--- src/verilog/rv_exec_pkg.sv ---
`default_nettype none

package rv_exec_pkg;

  // Architectural register file geometry
  localparam int NUM_REGS     = 32;
  localparam int XLEN_DEFAULT = 32;

  typedef logic [4:0] reg_addr_t;

  localparam reg_addr_t REG_X0 = reg_addr_t'(0);

  // OP-IMM group first, register-register group last
  typedef enum logic [4:0] {
    OP_LUI   = 5'd0,
    OP_AUIPC = 5'd1,
    OP_ADDI  = 5'd2,
    OP_SLTI  = 5'd3,
    OP_SLTIU = 5'd4,
    OP_XORI  = 5'd5,
    OP_ORI   = 5'd6,
    OP_ANDI  = 5'd7,
    OP_SLLI  = 5'd8,
    OP_SRLI  = 5'd9,
    OP_SRAI  = 5'd10,
    OP_ADD   = 5'd11,
    OP_SUB   = 5'd12,
    OP_SLL   = 5'd13,
    OP_SLT   = 5'd14,
    OP_SLTU  = 5'd15,
    OP_XOR   = 5'd16,
    OP_SRL   = 5'd17,
    OP_SRA   = 5'd18,
    OP_OR    = 5'd19,
    OP_AND   = 5'd20
  } alu_op_e;

  // True for the OP group, where rs2 is a real source
  function automatic logic uses_rs2(alu_op_e op);
    return op inside {OP_ADD, OP_SUB, OP_SLL, OP_SLT, OP_SLTU,
                      OP_XOR, OP_SRL, OP_SRA, OP_OR, OP_AND};
  endfunction

endpackage

`default_nettype wire

--- src/verilog/rv_regfile.sv ---
`default_nettype none

module rv_regfile
  import rv_exec_pkg::*;
#(
  parameter int XLEN = XLEN_DEFAULT
) (
  input  wire logic            in_clk,
  input  wire logic            in_rst,
  input  wire reg_addr_t       raddr1_i,
  input  wire reg_addr_t       raddr2_i,
  output logic [XLEN-1:0]      rdata1_o,
  output logic [XLEN-1:0]      rdata2_o,
  input  wire logic            we_i,
  input  wire reg_addr_t       waddr_i,
  input  wire logic [XLEN-1:0] wdata_i
);

  logic [XLEN-1:0] regs [NUM_REGS];

  always_ff @(posedge in_clk or negedge in_rst) begin
    if (!in_rst) begin
      for (int i = 0; i < NUM_REGS; i++) begin
        regs[i] <= '0;
      end
    end else if (we_i && waddr_i != REG_X0) begin
      regs[waddr_i] <= wdata_i;
    end
  end

  // x0 first, then same-cycle write forwarding
  always_comb begin
    if (raddr1_i == REG_X0) begin
      rdata1_o = '0;
    end else if (we_i && raddr1_i == waddr_i) begin
      rdata1_o = wdata_i;
    end else begin
      rdata1_o = regs[raddr1_i];
    end
  end

  always_comb begin
    if (raddr2_i == REG_X0) begin
      rdata2_o = '0;
    end else if (we_i && raddr2_i == waddr_i) begin
      rdata2_o = wdata_i;
    end else begin
      rdata2_o = regs[raddr2_i];
    end
  end

  // Writeback must filter x0 results itself
  a_no_x0_write: assert property (
    @(posedge in_clk) disable iff (!in_rst)
    we_i |-> waddr_i != REG_X0
  );

endmodule

`default_nettype wire

--- src/verilog/rv_issue.sv ---
`default_nettype none

module rv_issue
  import rv_exec_pkg::*;
#(
  parameter int XLEN = XLEN_DEFAULT
) (
  input  wire logic            in_clk,
  input  wire logic            in_rst,
  input  wire logic            instr_valid_i,
  output logic                 instr_ready_o,
  input  wire alu_op_e         op_i,
  input  wire reg_addr_t       rd_i,
  input  wire reg_addr_t       rs1_i,
  input  wire reg_addr_t       rs2_i,
  input  wire logic [XLEN-1:0] imm_i,
  input  wire logic [XLEN-1:0] pc_i,
  output reg_addr_t            raddr1_o,
  output reg_addr_t            raddr2_o,
  input  wire logic [XLEN-1:0] rdata1_i,
  input  wire logic [XLEN-1:0] rdata2_i,
  input  wire logic            wb_done_i,
  input  wire reg_addr_t       wb_rd_i,
  output logic                 iss_valid_o,
  input  wire logic            alu_ready_i,
  output alu_op_e              iss_op_o,
  output reg_addr_t            iss_rd_o,
  output logic [XLEN-1:0]      iss_a_o,
  output logic [XLEN-1:0]      iss_b_o,
  output logic [XLEN-1:0]      iss_imm_o,
  output logic [XLEN-1:0]      iss_pc_o
);

  logic [NUM_REGS-1:0] busy;
  logic [NUM_REGS-1:0] busy_nxt;
  logic [NUM_REGS-1:0] release_mask;
  logic [NUM_REGS-1:0] busy_eff;
  logic                hazard;
  logic                slot_free;
  logic                accept;

  assign raddr1_o = rs1_i;
  assign raddr2_o = rs2_i;

  // A retiring result is already visible through the regfile bypass
  always_comb begin
    release_mask = '0;
    if (wb_done_i) begin
      release_mask[wb_rd_i] = 1'b1;
    end
  end

  assign busy_eff = busy & ~release_mask;

  // rd is checked too so an older write cannot clear a newer busy bit
  assign hazard = busy_eff[rs1_i] |
                  (uses_rs2(op_i) & busy_eff[rs2_i]) |
                  busy_eff[rd_i];

  assign slot_free     = !iss_valid_o || alu_ready_i;
  assign instr_ready_o = slot_free && !hazard;
  assign accept        = instr_valid_i && instr_ready_o;

  always_comb begin
    busy_nxt = busy & ~release_mask;
    if (accept && rd_i != REG_X0) begin
      busy_nxt[rd_i] = 1'b1;
    end
  end

  always_ff @(posedge in_clk or negedge in_rst) begin
    if (!in_rst) begin
      busy        <= '0;
      iss_valid_o <= 1'b0;
    end else begin
      busy <= busy_nxt;
      if (accept) begin
        iss_valid_o <= 1'b1;
      end else if (alu_ready_i) begin
        iss_valid_o <= 1'b0;
      end
    end
  end

  always_ff @(posedge in_clk) begin
    if (accept) begin
      iss_op_o  <= op_i;
      iss_rd_o  <= rd_i;
      iss_a_o   <= rdata1_i;
      iss_b_o   <= rdata2_i;
      iss_imm_o <= imm_i;
      iss_pc_o  <= pc_i;
    end
  end

  // Upstream must hold a stalled instruction
  a_instr_stable: assert property (
    @(posedge in_clk) disable iff (!in_rst)
    instr_valid_i && !instr_ready_o |=>
      $stable(op_i) && $stable(rd_i) && $stable(rs1_i) &&
      $stable(rs2_i) && $stable(imm_i) && $stable(pc_i)
  );

endmodule

`default_nettype wire

--- src/verilog/rv_alu.sv ---
`default_nettype none

module rv_alu
  import rv_exec_pkg::*;
#(
  parameter int XLEN = XLEN_DEFAULT
) (
  input  wire logic            in_clk,
  input  wire logic            in_rst,
  input  wire logic            iss_valid_i,
  output logic                 alu_ready_o,
  input  wire alu_op_e         iss_op_i,
  input  wire reg_addr_t       iss_rd_i,
  input  wire logic [XLEN-1:0] iss_a_i,
  input  wire logic [XLEN-1:0] iss_b_i,
  input  wire logic [XLEN-1:0] iss_imm_i,
  input  wire logic [XLEN-1:0] iss_pc_i,
  output logic                 alu_valid_o,
  input  wire logic            wb_ready_i,
  output reg_addr_t            alu_rd_o,
  output logic [XLEN-1:0]      alu_result_o
);

  localparam int SHW = $clog2(XLEN);

  logic [XLEN-1:0] opnd_b;
  logic [SHW-1:0]  shamt;
  logic            lt_s;
  logic            lt_u;
  logic [XLEN-1:0] result;
  logic            load;

  // Register operand only for the OP group
  assign opnd_b = uses_rs2(iss_op_i) ? iss_b_i : iss_imm_i;
  assign shamt  = opnd_b[SHW-1:0];
  assign lt_s   = $signed(iss_a_i) < $signed(opnd_b);
  assign lt_u   = iss_a_i < opnd_b;

  always_comb begin
    case (iss_op_i)
      OP_LUI:           result = iss_imm_i;
      OP_AUIPC:         result = iss_pc_i + iss_imm_i;
      OP_ADDI, OP_ADD:  result = iss_a_i + opnd_b;
      OP_SUB:           result = iss_a_i - opnd_b;
      OP_SLTI, OP_SLT:  result = {{(XLEN-1){1'b0}}, lt_s};
      OP_SLTIU, OP_SLTU: result = {{(XLEN-1){1'b0}}, lt_u};
      OP_XORI, OP_XOR:  result = iss_a_i ^ opnd_b;
      OP_ORI, OP_OR:    result = iss_a_i | opnd_b;
      OP_ANDI, OP_AND:  result = iss_a_i & opnd_b;
      OP_SLLI, OP_SLL:  result = iss_a_i << shamt;
      OP_SRLI, OP_SRL:  result = iss_a_i >> shamt;
      // Arithmetic shift keeps the sign
      OP_SRAI, OP_SRA:  result = $unsigned($signed(iss_a_i) >>> shamt);
      default:          result = '0;
    endcase
  end

  assign alu_ready_o = !alu_valid_o || wb_ready_i;
  assign load        = iss_valid_i && alu_ready_o;

  always_ff @(posedge in_clk or negedge in_rst) begin
    if (!in_rst) begin
      alu_valid_o <= 1'b0;
    end else if (load) begin
      alu_valid_o <= 1'b1;
    end else if (wb_ready_i) begin
      alu_valid_o <= 1'b0;
    end
  end

  always_ff @(posedge in_clk) begin
    if (load) begin
      alu_rd_o     <= iss_rd_i;
      alu_result_o <= result;
    end
  end

  // Decoder upstream only sends the kept operations
  a_legal_op: assert property (
    @(posedge in_clk) disable iff (!in_rst)
    iss_valid_i |-> !$isunknown(iss_op_i) && iss_op_i inside {[OP_LUI:OP_AND]}
  );

endmodule

`default_nettype wire

--- src/verilog/rv_writeback.sv ---
`default_nettype none

module rv_writeback
  import rv_exec_pkg::*;
#(
  parameter int XLEN = XLEN_DEFAULT
) (
  input  wire logic            in_clk,
  input  wire logic            in_rst,
  input  wire logic            alu_valid_i,
  output logic                 wb_ready_o,
  input  wire reg_addr_t       alu_rd_i,
  input  wire logic [XLEN-1:0] alu_result_i,
  output logic                 res_valid_o,
  input  wire logic            res_ready_i,
  output reg_addr_t            res_rd_o,
  output logic [XLEN-1:0]      res_data_o,
  output logic                 we_o,
  output reg_addr_t            waddr_o,
  output logic [XLEN-1:0]      wdata_o,
  output logic                 wb_done_o,
  output reg_addr_t            wb_rd_o
);

  logic res_hs;
  logic load;

  assign res_hs     = res_valid_o && res_ready_i;
  assign wb_ready_o = !res_valid_o || res_ready_i;
  assign load       = alu_valid_i && wb_ready_o;

  always_ff @(posedge in_clk or negedge in_rst) begin
    if (!in_rst) begin
      res_valid_o <= 1'b0;
    end else if (load) begin
      res_valid_o <= 1'b1;
    end else if (res_ready_i) begin
      res_valid_o <= 1'b0;
    end
  end

  always_ff @(posedge in_clk) begin
    if (load) begin
      res_rd_o   <= alu_rd_i;
      res_data_o <= alu_result_i;
    end
  end

  // Commit to the regfile as the result leaves
  // A result for x0 is only reported
  assign we_o    = res_hs && res_rd_o != REG_X0;
  assign waddr_o = res_rd_o;
  assign wdata_o = res_data_o;

  // Scoreboard release
  assign wb_done_o = res_hs;
  assign wb_rd_o   = res_rd_o;

  a_res_stable: assert property (
    @(posedge in_clk) disable iff (!in_rst)
    res_valid_o && !res_ready_i |=>
      res_valid_o && $stable(res_rd_o) && $stable(res_data_o)
  );

endmodule

`default_nettype wire

--- src/verilog/rv_exec_top.sv ---
`default_nettype none

module rv_exec_top
  import rv_exec_pkg::*;
#(
  parameter int XLEN = XLEN_DEFAULT
) (
  input  wire logic            in_clk,
  input  wire logic            in_rst,
  input  wire logic            instr_valid_i,
  output logic                 instr_ready_o,
  input  wire alu_op_e         op_i,
  input  wire reg_addr_t       rd_i,
  input  wire reg_addr_t       rs1_i,
  input  wire reg_addr_t       rs2_i,
  input  wire logic [XLEN-1:0] imm_i,
  input  wire logic [XLEN-1:0] pc_i,
  output logic                 res_valid_o,
  input  wire logic            res_ready_i,
  output reg_addr_t            res_rd_o,
  output logic [XLEN-1:0]      res_data_o
);

  // Regfile ports
  reg_addr_t       raddr1;
  reg_addr_t       raddr2;
  logic [XLEN-1:0] rdata1;
  logic [XLEN-1:0] rdata2;
  logic            we;
  reg_addr_t       waddr;
  logic [XLEN-1:0] wdata;

  // Issue to ALU
  logic            iss_valid;
  logic            alu_ready;
  alu_op_e         iss_op;
  reg_addr_t       iss_rd;
  logic [XLEN-1:0] iss_a;
  logic [XLEN-1:0] iss_b;
  logic [XLEN-1:0] iss_imm;
  logic [XLEN-1:0] iss_pc;

  // ALU to writeback
  logic            alu_valid;
  logic            wb_ready;
  reg_addr_t       alu_rd;
  logic [XLEN-1:0] alu_result;

  logic            wb_done;
  reg_addr_t       wb_rd;

  rv_regfile #(.XLEN(XLEN)) u_regfile (
    .in_clk   (in_clk),
    .in_rst   (in_rst),
    .raddr1_i (raddr1),
    .raddr2_i (raddr2),
    .rdata1_o (rdata1),
    .rdata2_o (rdata2),
    .we_i     (we),
    .waddr_i  (waddr),
    .wdata_i  (wdata)
  );

  rv_issue #(.XLEN(XLEN)) u_issue (
    .in_clk        (in_clk),
    .in_rst        (in_rst),
    .instr_valid_i (instr_valid_i),
    .instr_ready_o (instr_ready_o),
    .op_i          (op_i),
    .rd_i          (rd_i),
    .rs1_i         (rs1_i),
    .rs2_i         (rs2_i),
    .imm_i         (imm_i),
    .pc_i          (pc_i),
    .raddr1_o      (raddr1),
    .raddr2_o      (raddr2),
    .rdata1_i      (rdata1),
    .rdata2_i      (rdata2),
    .wb_done_i     (wb_done),
    .wb_rd_i       (wb_rd),
    .iss_valid_o   (iss_valid),
    .alu_ready_i   (alu_ready),
    .iss_op_o      (iss_op),
    .iss_rd_o      (iss_rd),
    .iss_a_o       (iss_a),
    .iss_b_o       (iss_b),
    .iss_imm_o     (iss_imm),
    .iss_pc_o      (iss_pc)
  );

  rv_alu #(.XLEN(XLEN)) u_alu (
    .in_clk       (in_clk),
    .in_rst       (in_rst),
    .iss_valid_i  (iss_valid),
    .alu_ready_o  (alu_ready),
    .iss_op_i     (iss_op),
    .iss_rd_i     (iss_rd),
    .iss_a_i      (iss_a),
    .iss_b_i      (iss_b),
    .iss_imm_i    (iss_imm),
    .iss_pc_i     (iss_pc),
    .alu_valid_o  (alu_valid),
    .wb_ready_i   (wb_ready),
    .alu_rd_o     (alu_rd),
    .alu_result_o (alu_result)
  );

  rv_writeback #(.XLEN(XLEN)) u_writeback (
    .in_clk       (in_clk),
    .in_rst       (in_rst),
    .alu_valid_i  (alu_valid),
    .wb_ready_o   (wb_ready),
    .alu_rd_i     (alu_rd),
    .alu_result_i (alu_result),
    .res_valid_o  (res_valid_o),
    .res_ready_i  (res_ready_i),
    .res_rd_o     (res_rd_o),
    .res_data_o   (res_data_o),
    .we_o         (we),
    .waddr_o      (waddr),
    .wdata_o      (wdata),
    .wb_done_o    (wb_done),
    .wb_rd_o      (wb_rd)
  );

endmodule

`default_nettype wire

--- config.mk ---
export PLATFORM = sky130hd
export DESIGN_NAME = rv_exec_top
export DESIGN_NICKNAME = d
export VERILOG_FILES = /design/src/verilog/rv_exec_pkg.sv /design/src/verilog/rv_regfile.sv /design/src/verilog/rv_issue.sv /design/src/verilog/rv_alu.sv /design/src/verilog/rv_writeback.sv /design/src/verilog/rv_exec_top.sv
export SDC_FILE = /design/constraint.sdc
export NUM_CORES = 2
export LEC_CHECK = 0
export BUFFER_PORTS_ARGS = -buffer_cell sky130_fd_sc_hd__buf_4
export CORE_UTILIZATION = 58
export DETAILED_ROUTE_END_ITERATION = 8
export GPL_ROUTABILITY_DRIVEN = 0
export PLACE_DENSITY_LB_ADDON = 0.25
export REMOVE_ABC_BUFFERS = 1
export SETUP_SLACK_MARGIN = 0.1
export SLEW_MARGIN = 40
export SYNTH_ARGS = -nofsm -noshare
export SYNTH_HDL_FRONTEND = slang
export SYNTH_SLANG_ARGS = --single-unit
--- constraint.sdc ---
create_clock -name in_clk -period 5.04 [get_ports in_clk]
set_input_delay 0.756 -clock in_clk [delete_from_list [all_inputs] [get_ports in_clk]]
set_output_delay 0.756 -clock in_clk [all_outputs]
set_load 0.005 [all_outputs]
======== Yosys cells after proc, flatten, opt, wreduce, memory -nomap -nowiden ========
Index checks and enable logic that the tools add are counted.
word-level totals
  bits in registers ....................... 1271
  word-level logic and storage cells ...... 178
  output and inout port bits .............. 39
  input port bits ......................... 88
operators by class
  bitwise operators ....................... 12
  order comparisons ....................... 12
  mux-type cells .......................... 31
  reductions and logical operators ........ 39
  equal/unequal tests ..................... 32
  shift-type cells ........................ 3
  add/subtract/negate cells ............... 3
operators with widths
  kind                number
  $bwmux 1024         1
  $pmux 32 s12        1
  $bmux 32 s5         2
  $mux 32             10
  $demux 32 s5        1
  $eq 5x4->1 const B  13
  $add 32x32->32      2
  $and 32x32->32      2
  $lt 32x32->1        2
  $or 32x32->32       2
  $eq 5x5->1 const B  10
  $not 32->32         1
  $shl 32x5->32       1
  $shr 32x5->32       1
  $sshr 32x5->32      1
  $sub 32x32->32      1
  $xor 32x32->32      1
  $lt 5x6->1 const B  4
  $eq 5x3->1 const B  4
  $reduce_bool 10->1  2
  $ge 6x6->1 const B  3
  $not 5->6           3
  $reduce_or 2->1     9
  $bmux 1 s5          3
  other kinds (15)    52

======== Depth between registers and ports, before layout ========
  depth in word-level cells ............... 17
  gate-level depth with buffers ........... 20
  mapped depth without buffers ............ 16

======== By module ========
From an unflattened synthesis, not the netlist that was laid out.
unflattened totals
  cells, all modules ...................... 6300
  area, all modules ....................... 76597.2 sq um
modules (own cells, without submodules)
  module        times used  area each (sq um)  cells each
  rv_regfile    1           55216.7            3848
  rv_alu        1           12529.5            1813
  rv_issue      1           7359.6             553
  rv_writeback  1           1491.4             86

======== Worst setup path before layout ========
Ideal clock, no wire load.
  kind .................................... in2reg
  start ................................... input res_ready_i
  end ..................................... register u_issue.iss_a_o[0] (enable)
  cell stages on the path ................. 12
  setup slack ............................. -0.996 ns
  setup time .............................. 0.491 ns
  arrival ................................. 5.545 ns
  path through ............................ clkbuf_1 nand4_1 clkbuf_1 o21ai_0 mux2i_1 a2bb2oi_1 nor2_1 nor3_1 nand4b_1 nor4_2 nand2_1 inv_1
between the ends
  cells in the longest elaborated chain, start to end .. 12
  elaborated cells between the ends (all ways) .. 19
  those cells by class .................... 7 x mux; 5 x bitwise; 7 x reduce/logical
RTL lines
  element                       line                source
  start, declared               rv_exec_top.sv:19   input wire logic res_ready_i,
  $logic_and 1x1->1             rv_writeback.sv:28  assign res_hs = res_valid_o && res_ready_i;
  $mux 32                       rv_issue.sv:48      if (wb_done_i) begin
  $not 32->32                   rv_issue.sv:53      assign busy_eff = busy & ~release_mask;
  $and 32x32->32                rv_issue.sv:53
  $bmux 1 s5                    rv_issue.sv:57      (uses_rs2(op_i) & busy_eff[rs2_i]) |
  $mux 1 (implied by the code)  rv_issue.sv:57
  $and 1x1->1                   rv_issue.sv:57
  $or 1x1->1                    rv_issue.sv:56      assign hazard = busy_eff[rs1_i] |
  $or 1x1->1                    rv_issue.sv:57
  $logic_not 1->1               rv_issue.sv:61      assign instr_ready_o = slot_free && !hazard;
  $logic_and 1x1->1 *           rv_issue.sv:61
  via instr_ready_o             rv_exec_top.sv:11   output logic instr_ready_o,
  $logic_and 1x1->1 *           rv_issue.sv:62      assign accept = instr_valid_i && instr_ready_o;
  via u_issue.accept            rv_issue.sv:40      logic accept;
  end signal, assigned          rv_issue.sv:89      iss_a_o <= rdata1_i;
  end, declared                 rv_issue.sv:28      output logic [XLEN-1:0] iss_a_o,
Mark *: on every way through the listed nets, which the timed path passes. The rest lies on a longest branch. The select of a mux whose other input is x is not followed.
A chain may end at the register's enable or synchronous reset.

======== Worst setup path in the final report ========
  start ................................... register u_issue.iss_op_o[0]
  end ..................................... register u_alu.alu_result_o[28], data pin
between the ends
  cells in the longest elaborated chain, start to end .. 5
  elaborated cells between the ends (all ways) .. 41
  those cells by class .................... 2 x add/sub; 20 x eq/ne; 3 x shift; 2 x mux; 3 x bitwise; 11 x reduce/logical
RTL lines
  element                                       line                             source
  start, declared                               rv_issue.sv:26                   output alu_op_e iss_op_o,
  start signal, assigned                        rv_issue.sv:87                   iss_op_o <= op_i;
  $eq 5x4->1 or $eq 5x5->1 (tied branches)      rv_exec_pkg.sv:40, rv_alu.sv:40
  $reduce_bool 10->1                            rv_exec_pkg.sv:40                return op inside {OP_ADD, OP_SUB, OP_SLL, OP_SLT, OP_SLTU,
  $mux 32                                       rv_alu.sv:34                     assign opnd_b = uses_rs2(iss_op_i) ? iss_b_i : iss_imm_i;
  $sub 32x32->32, or another cell as far along  rv_alu.sv:44                     OP_SUB: result = iss_a_i - opnd_b;
  $pmux 32 s12 *                                rv_alu.sv:40                     case (iss_op_i)
  end signal, assigned                          rv_alu.sv:74                     alu_result_o <= result;
  end, declared                                 rv_alu.sv:21                     output logic [XLEN-1:0] alu_result_o
Every way passes the cells marked *; elsewhere a longest branch is shown, timed or not.

==> flow_summary.yaml <==
pwr:
  ir_drop_uv: 390.3
  p_leak_nw: 35.77
  power_mw: 49.59
  power.density_mw_per_mm2: 598.7
worst_setup_path:
  slowest_stage: "edfxtp_1"
  cp_common_cell: "a21oi_1"
  critPathLaunchType: "flip-flop"
  reg2regPathDepth: 17
  r2r-end: "u_alu.alu_result_o[28]"
  critical_path_class: "reg -> reg"
  cpPeakStageDelay_ns: 0.50
  cp-end-kind: "flip-flop"
  reg2reg_from: "u_issue.iss_op_o[0]"
  crit_chain: "o21a_4, o22ai_4, buf_4, mux2_4, ha_1, fa_1, a21oi_1, o211ai_1, a21o_1, and3_1, o21ai_0, buf_4, a21oi_1, o31ai_1, a21oi_1, a211o_1, a311o_1"
  arrival_ns: 5.34
  worst_ep_required_time_ns: 5.59
  cp_max_fo: 6
  regToRegSetupSlack_ns: 0.25
timing:
  slew_headroom_pct: 36.68
  whs_ns: 0.1314
  rsz0062_at_grt: "true"
  clock.fmax_ghz: 0.2088
  tightest_slew_ns: 0.9420
  period_minus_slack_ns: 4.788
  final.setup.tns_ns: 0
  setup_viol: 0
  fin_crit_sh_pct: 95.01
  report.final.slew_viol_count: 0
  hold_viol_final: 0
  setup_slack_ns: 0.2517
  skew_ns: 0.03496
final_layout:
  layout_common_cells: "dfrtp_1, mux2_2, mux4_2, buf_4, nand2_1"
  final_cells: 7195
  layout.nets: 5642
  drive_gt1_share_pct: 42.50
  syn_to_final_growth_pct: 11.71
  postLayoutCoreUtil_pct: 65.62
  final_common_cell: "dfrtp_1"
  design_area_mm2: 0.08282
  fillers: 8965
grt:
  grt_max_degree: 142
  grtUsageMet1_pct: 50.46
  grt_pass1_vias: 52137
  grt_use_total_pct: 36.29
  grt_busiest_layer: "met2"
  grt_use_met3_pct: 7.571
  grt-ovfl-total: 0
  grt_pass1_wl_um: 348400
  grt_use_met2_pct: 54.81
  antenna_found_initial: 8
min_path:
  min_to: "u_issue.iss_pc_o[16]"
  hold_depth: 1
  hold_path.class: "in -> reg"
  hold_path_startpoint: "pc_i[16]"
synthesis:
  synth_edf_count: 212
  async_flop_share_pct: 83.32
  yosysWarnings: 0
  synth-seq-cells: 1271
  synth_compound_area_share_pct: 6.673
  synth_top_area_share_pct: 35.74
  syn_area_per_cell_um2: 13.64
  synth_xor_area_share_pct: 0.6497
  ys_seq_area_share_pct: 44.33
  synthAdderAreaFrac_pct: 2.113
  yosys.area_share.simple_pct: 4.442
  synth_cell_type_count: 90
  synth_top_family_by_area: "multiplexers"
  synth_cells: 5436
  synth_area_leader_cell: "dfrtp_1"
  synth_ff_type: "dfrtp_1"
  yosys-top-cells-area: "dfrtp_1, mux4_2, mux2_2"
  syn_area_mm2: 0.07414
  synthMuxAreaShare_pct: 38.54
die:
  io_pins: 127
  initial_core_util_pct: 58.74
  core-area_mm2: 0.1262
  row_count: 130
  die_h_um: 359.5
  dieArea_mm2: 0.1293
  die_x_um: 359.5
status:
  status: "complete, no violations"
place:
  dp_slack_ns: 0.1118
  place_inst: 6921
  port_buffers: 126
  dp_hpwl_um: 149200
  place_area_mm2: 0.07781
routing:
  firstDrtPassIters: 8
  drt_iter0_markers: 6693
  route.detailed.drc: 0
  via_per_inst: 7.242
  wire_per_inst_um: 32.22
  routed_wl_um: 231800
  dr_total_vias: 52106
  ant_nets: 0
clock_tree:
  ctsLongestPathBuffers: 3
  cts-root-buf: "clkbuf_16"
  clock_latency_ns: 0.80
  cts.sinks: 1271
  htreeDepth: 4
  cts_tree: "done"
  cts_buffers: 141
  clk_pin_slew_ns: 0.07
run:
  drv_cap: 0
## timing repair
action                                  in CTS  in global routing
hold buffers                                 1                  0
resized for setup                            0                 19
pin swaps                                    2                  4
buffers inserted                             4                  8
cloned                                       0                  0
hold endpoints to repair                    25                  0
endpoints found under the setup margin       1                  8
## state kept, by name (all words and copies together) (netlist names), 5 cells and up
name	count
u_issue.iss_op_o	5
u_issue.busy	32
u_issue.iss_imm_o	32
u_issue.iss_pc_o	32
u_writeback.res_data_o	32
u_regfile.regs	1024
u_issue.iss_b_o	32
u_alu.alu_rd_o	5
u_issue.iss_a_o	32
u_issue.iss_rd_o	5
u_writeback.res_rd_o	5
u_alu.alu_result_o	32
## Yosys cell counts, types with 41 or more instances
library cell,count
a211oi_1,91
edfxtp_1,212
buf_1,131
nand3_1,41
inv_1,101
a21o_1,48
nor2_1,236
mux4_2,667
clkbuf_1,376
a21oi_1,145
nor3_1,52
o21ai_0,164
dfrtp_1,1059
mux2_2,1005
ha_1,122
nand2_1,248
mux2i_1,219
## report_power, final
group | switching (mW) | internal, mW
Combinational | 9.78 | 10.4
Sequential | 3.58 | 15.3
Clock | 4.46 | 6.05
## worst max-delay path: cells and delay by family (launching register included)
family / cells / cell delay [ns]
AOI/OAI and AO/OA: 11 / 2.47
DFF: 1 / 0.50
buffers and inverters: 2 / 0.34
and+or+nand+nor: 1 / 0.23
muxes: 1 / 0.31
adders and majority gates: 2 / 0.70
## worst max path at each step
stage	slack [ns]	cells past startpoint	from	to
floorplan	-4.09	15	u_issue.iss_op_o[0]	u_alu.alu_result_o[29]
global placement	0.19	17	u_issue.iss_op_o[0]	u_alu.alu_result_o[29]
detailed placement	0.11	17	u_issue.iss_op_o[0]	u_alu.alu_result_o[29]
CTS	0.20	9	u_writeback.res_rd_o[3]	instr_ready_o
global route	0.07	18	u_issue.iss_op_o[0]	u_alu.alu_result_o[29]
finish	0.25	17	u_issue.iss_op_o[0]	u_alu.alu_result_o[28]
## routing by layer
metal	share of wire (%)	wire length, um	up-vias
li1	-	-	21007
met1	38	89230	27147
met2	46	106700	3277
met3	10	23780	669
met4	5.2	12070	6
met5	0.020	46	-
## cell type report
| class | count | area [um^2] | share of cell area, % |
|---|---|---|---|
| Multi-Input combinational cell | 3533 | 39260 | 47.40 |
| Sequential cell | 1271 | 32870 | 39.68 |
| Clock buffer | 207 | 4123 | 4.978 |
| Timing Repair Buffer | 379 | 3491 | 4.215 |
| Tap cell | 1650 | 2064 | 2.493 |
| Clock inverter | 47 | 611.8 | 0.7387 |
| Inverter | 104 | 397.9 | 0.4804 |
| Antenna cell | 4 | 10.01 | 0.01209 |
## logic make-up (layout without fill, tap and decap cells)
| family | count (synthesis) | after routing |
|---|---|---|
| other | 0 | 4 |
| multiplexers | 1894 | 1894 |
| AO/OA/AOI/OAI | 734 | 734 |
| XOR/XNOR | 55 | 55 |
| flip-flops | 1271 | 1271 |
| adder cells (fa/ha/maj) | 124 | 124 |
| buffers and inverters | 632 | 737 |
| AND/OR/NAND/NOR | 726 | 726 |
Note: power is estimated with default switching activity, not from simulation.
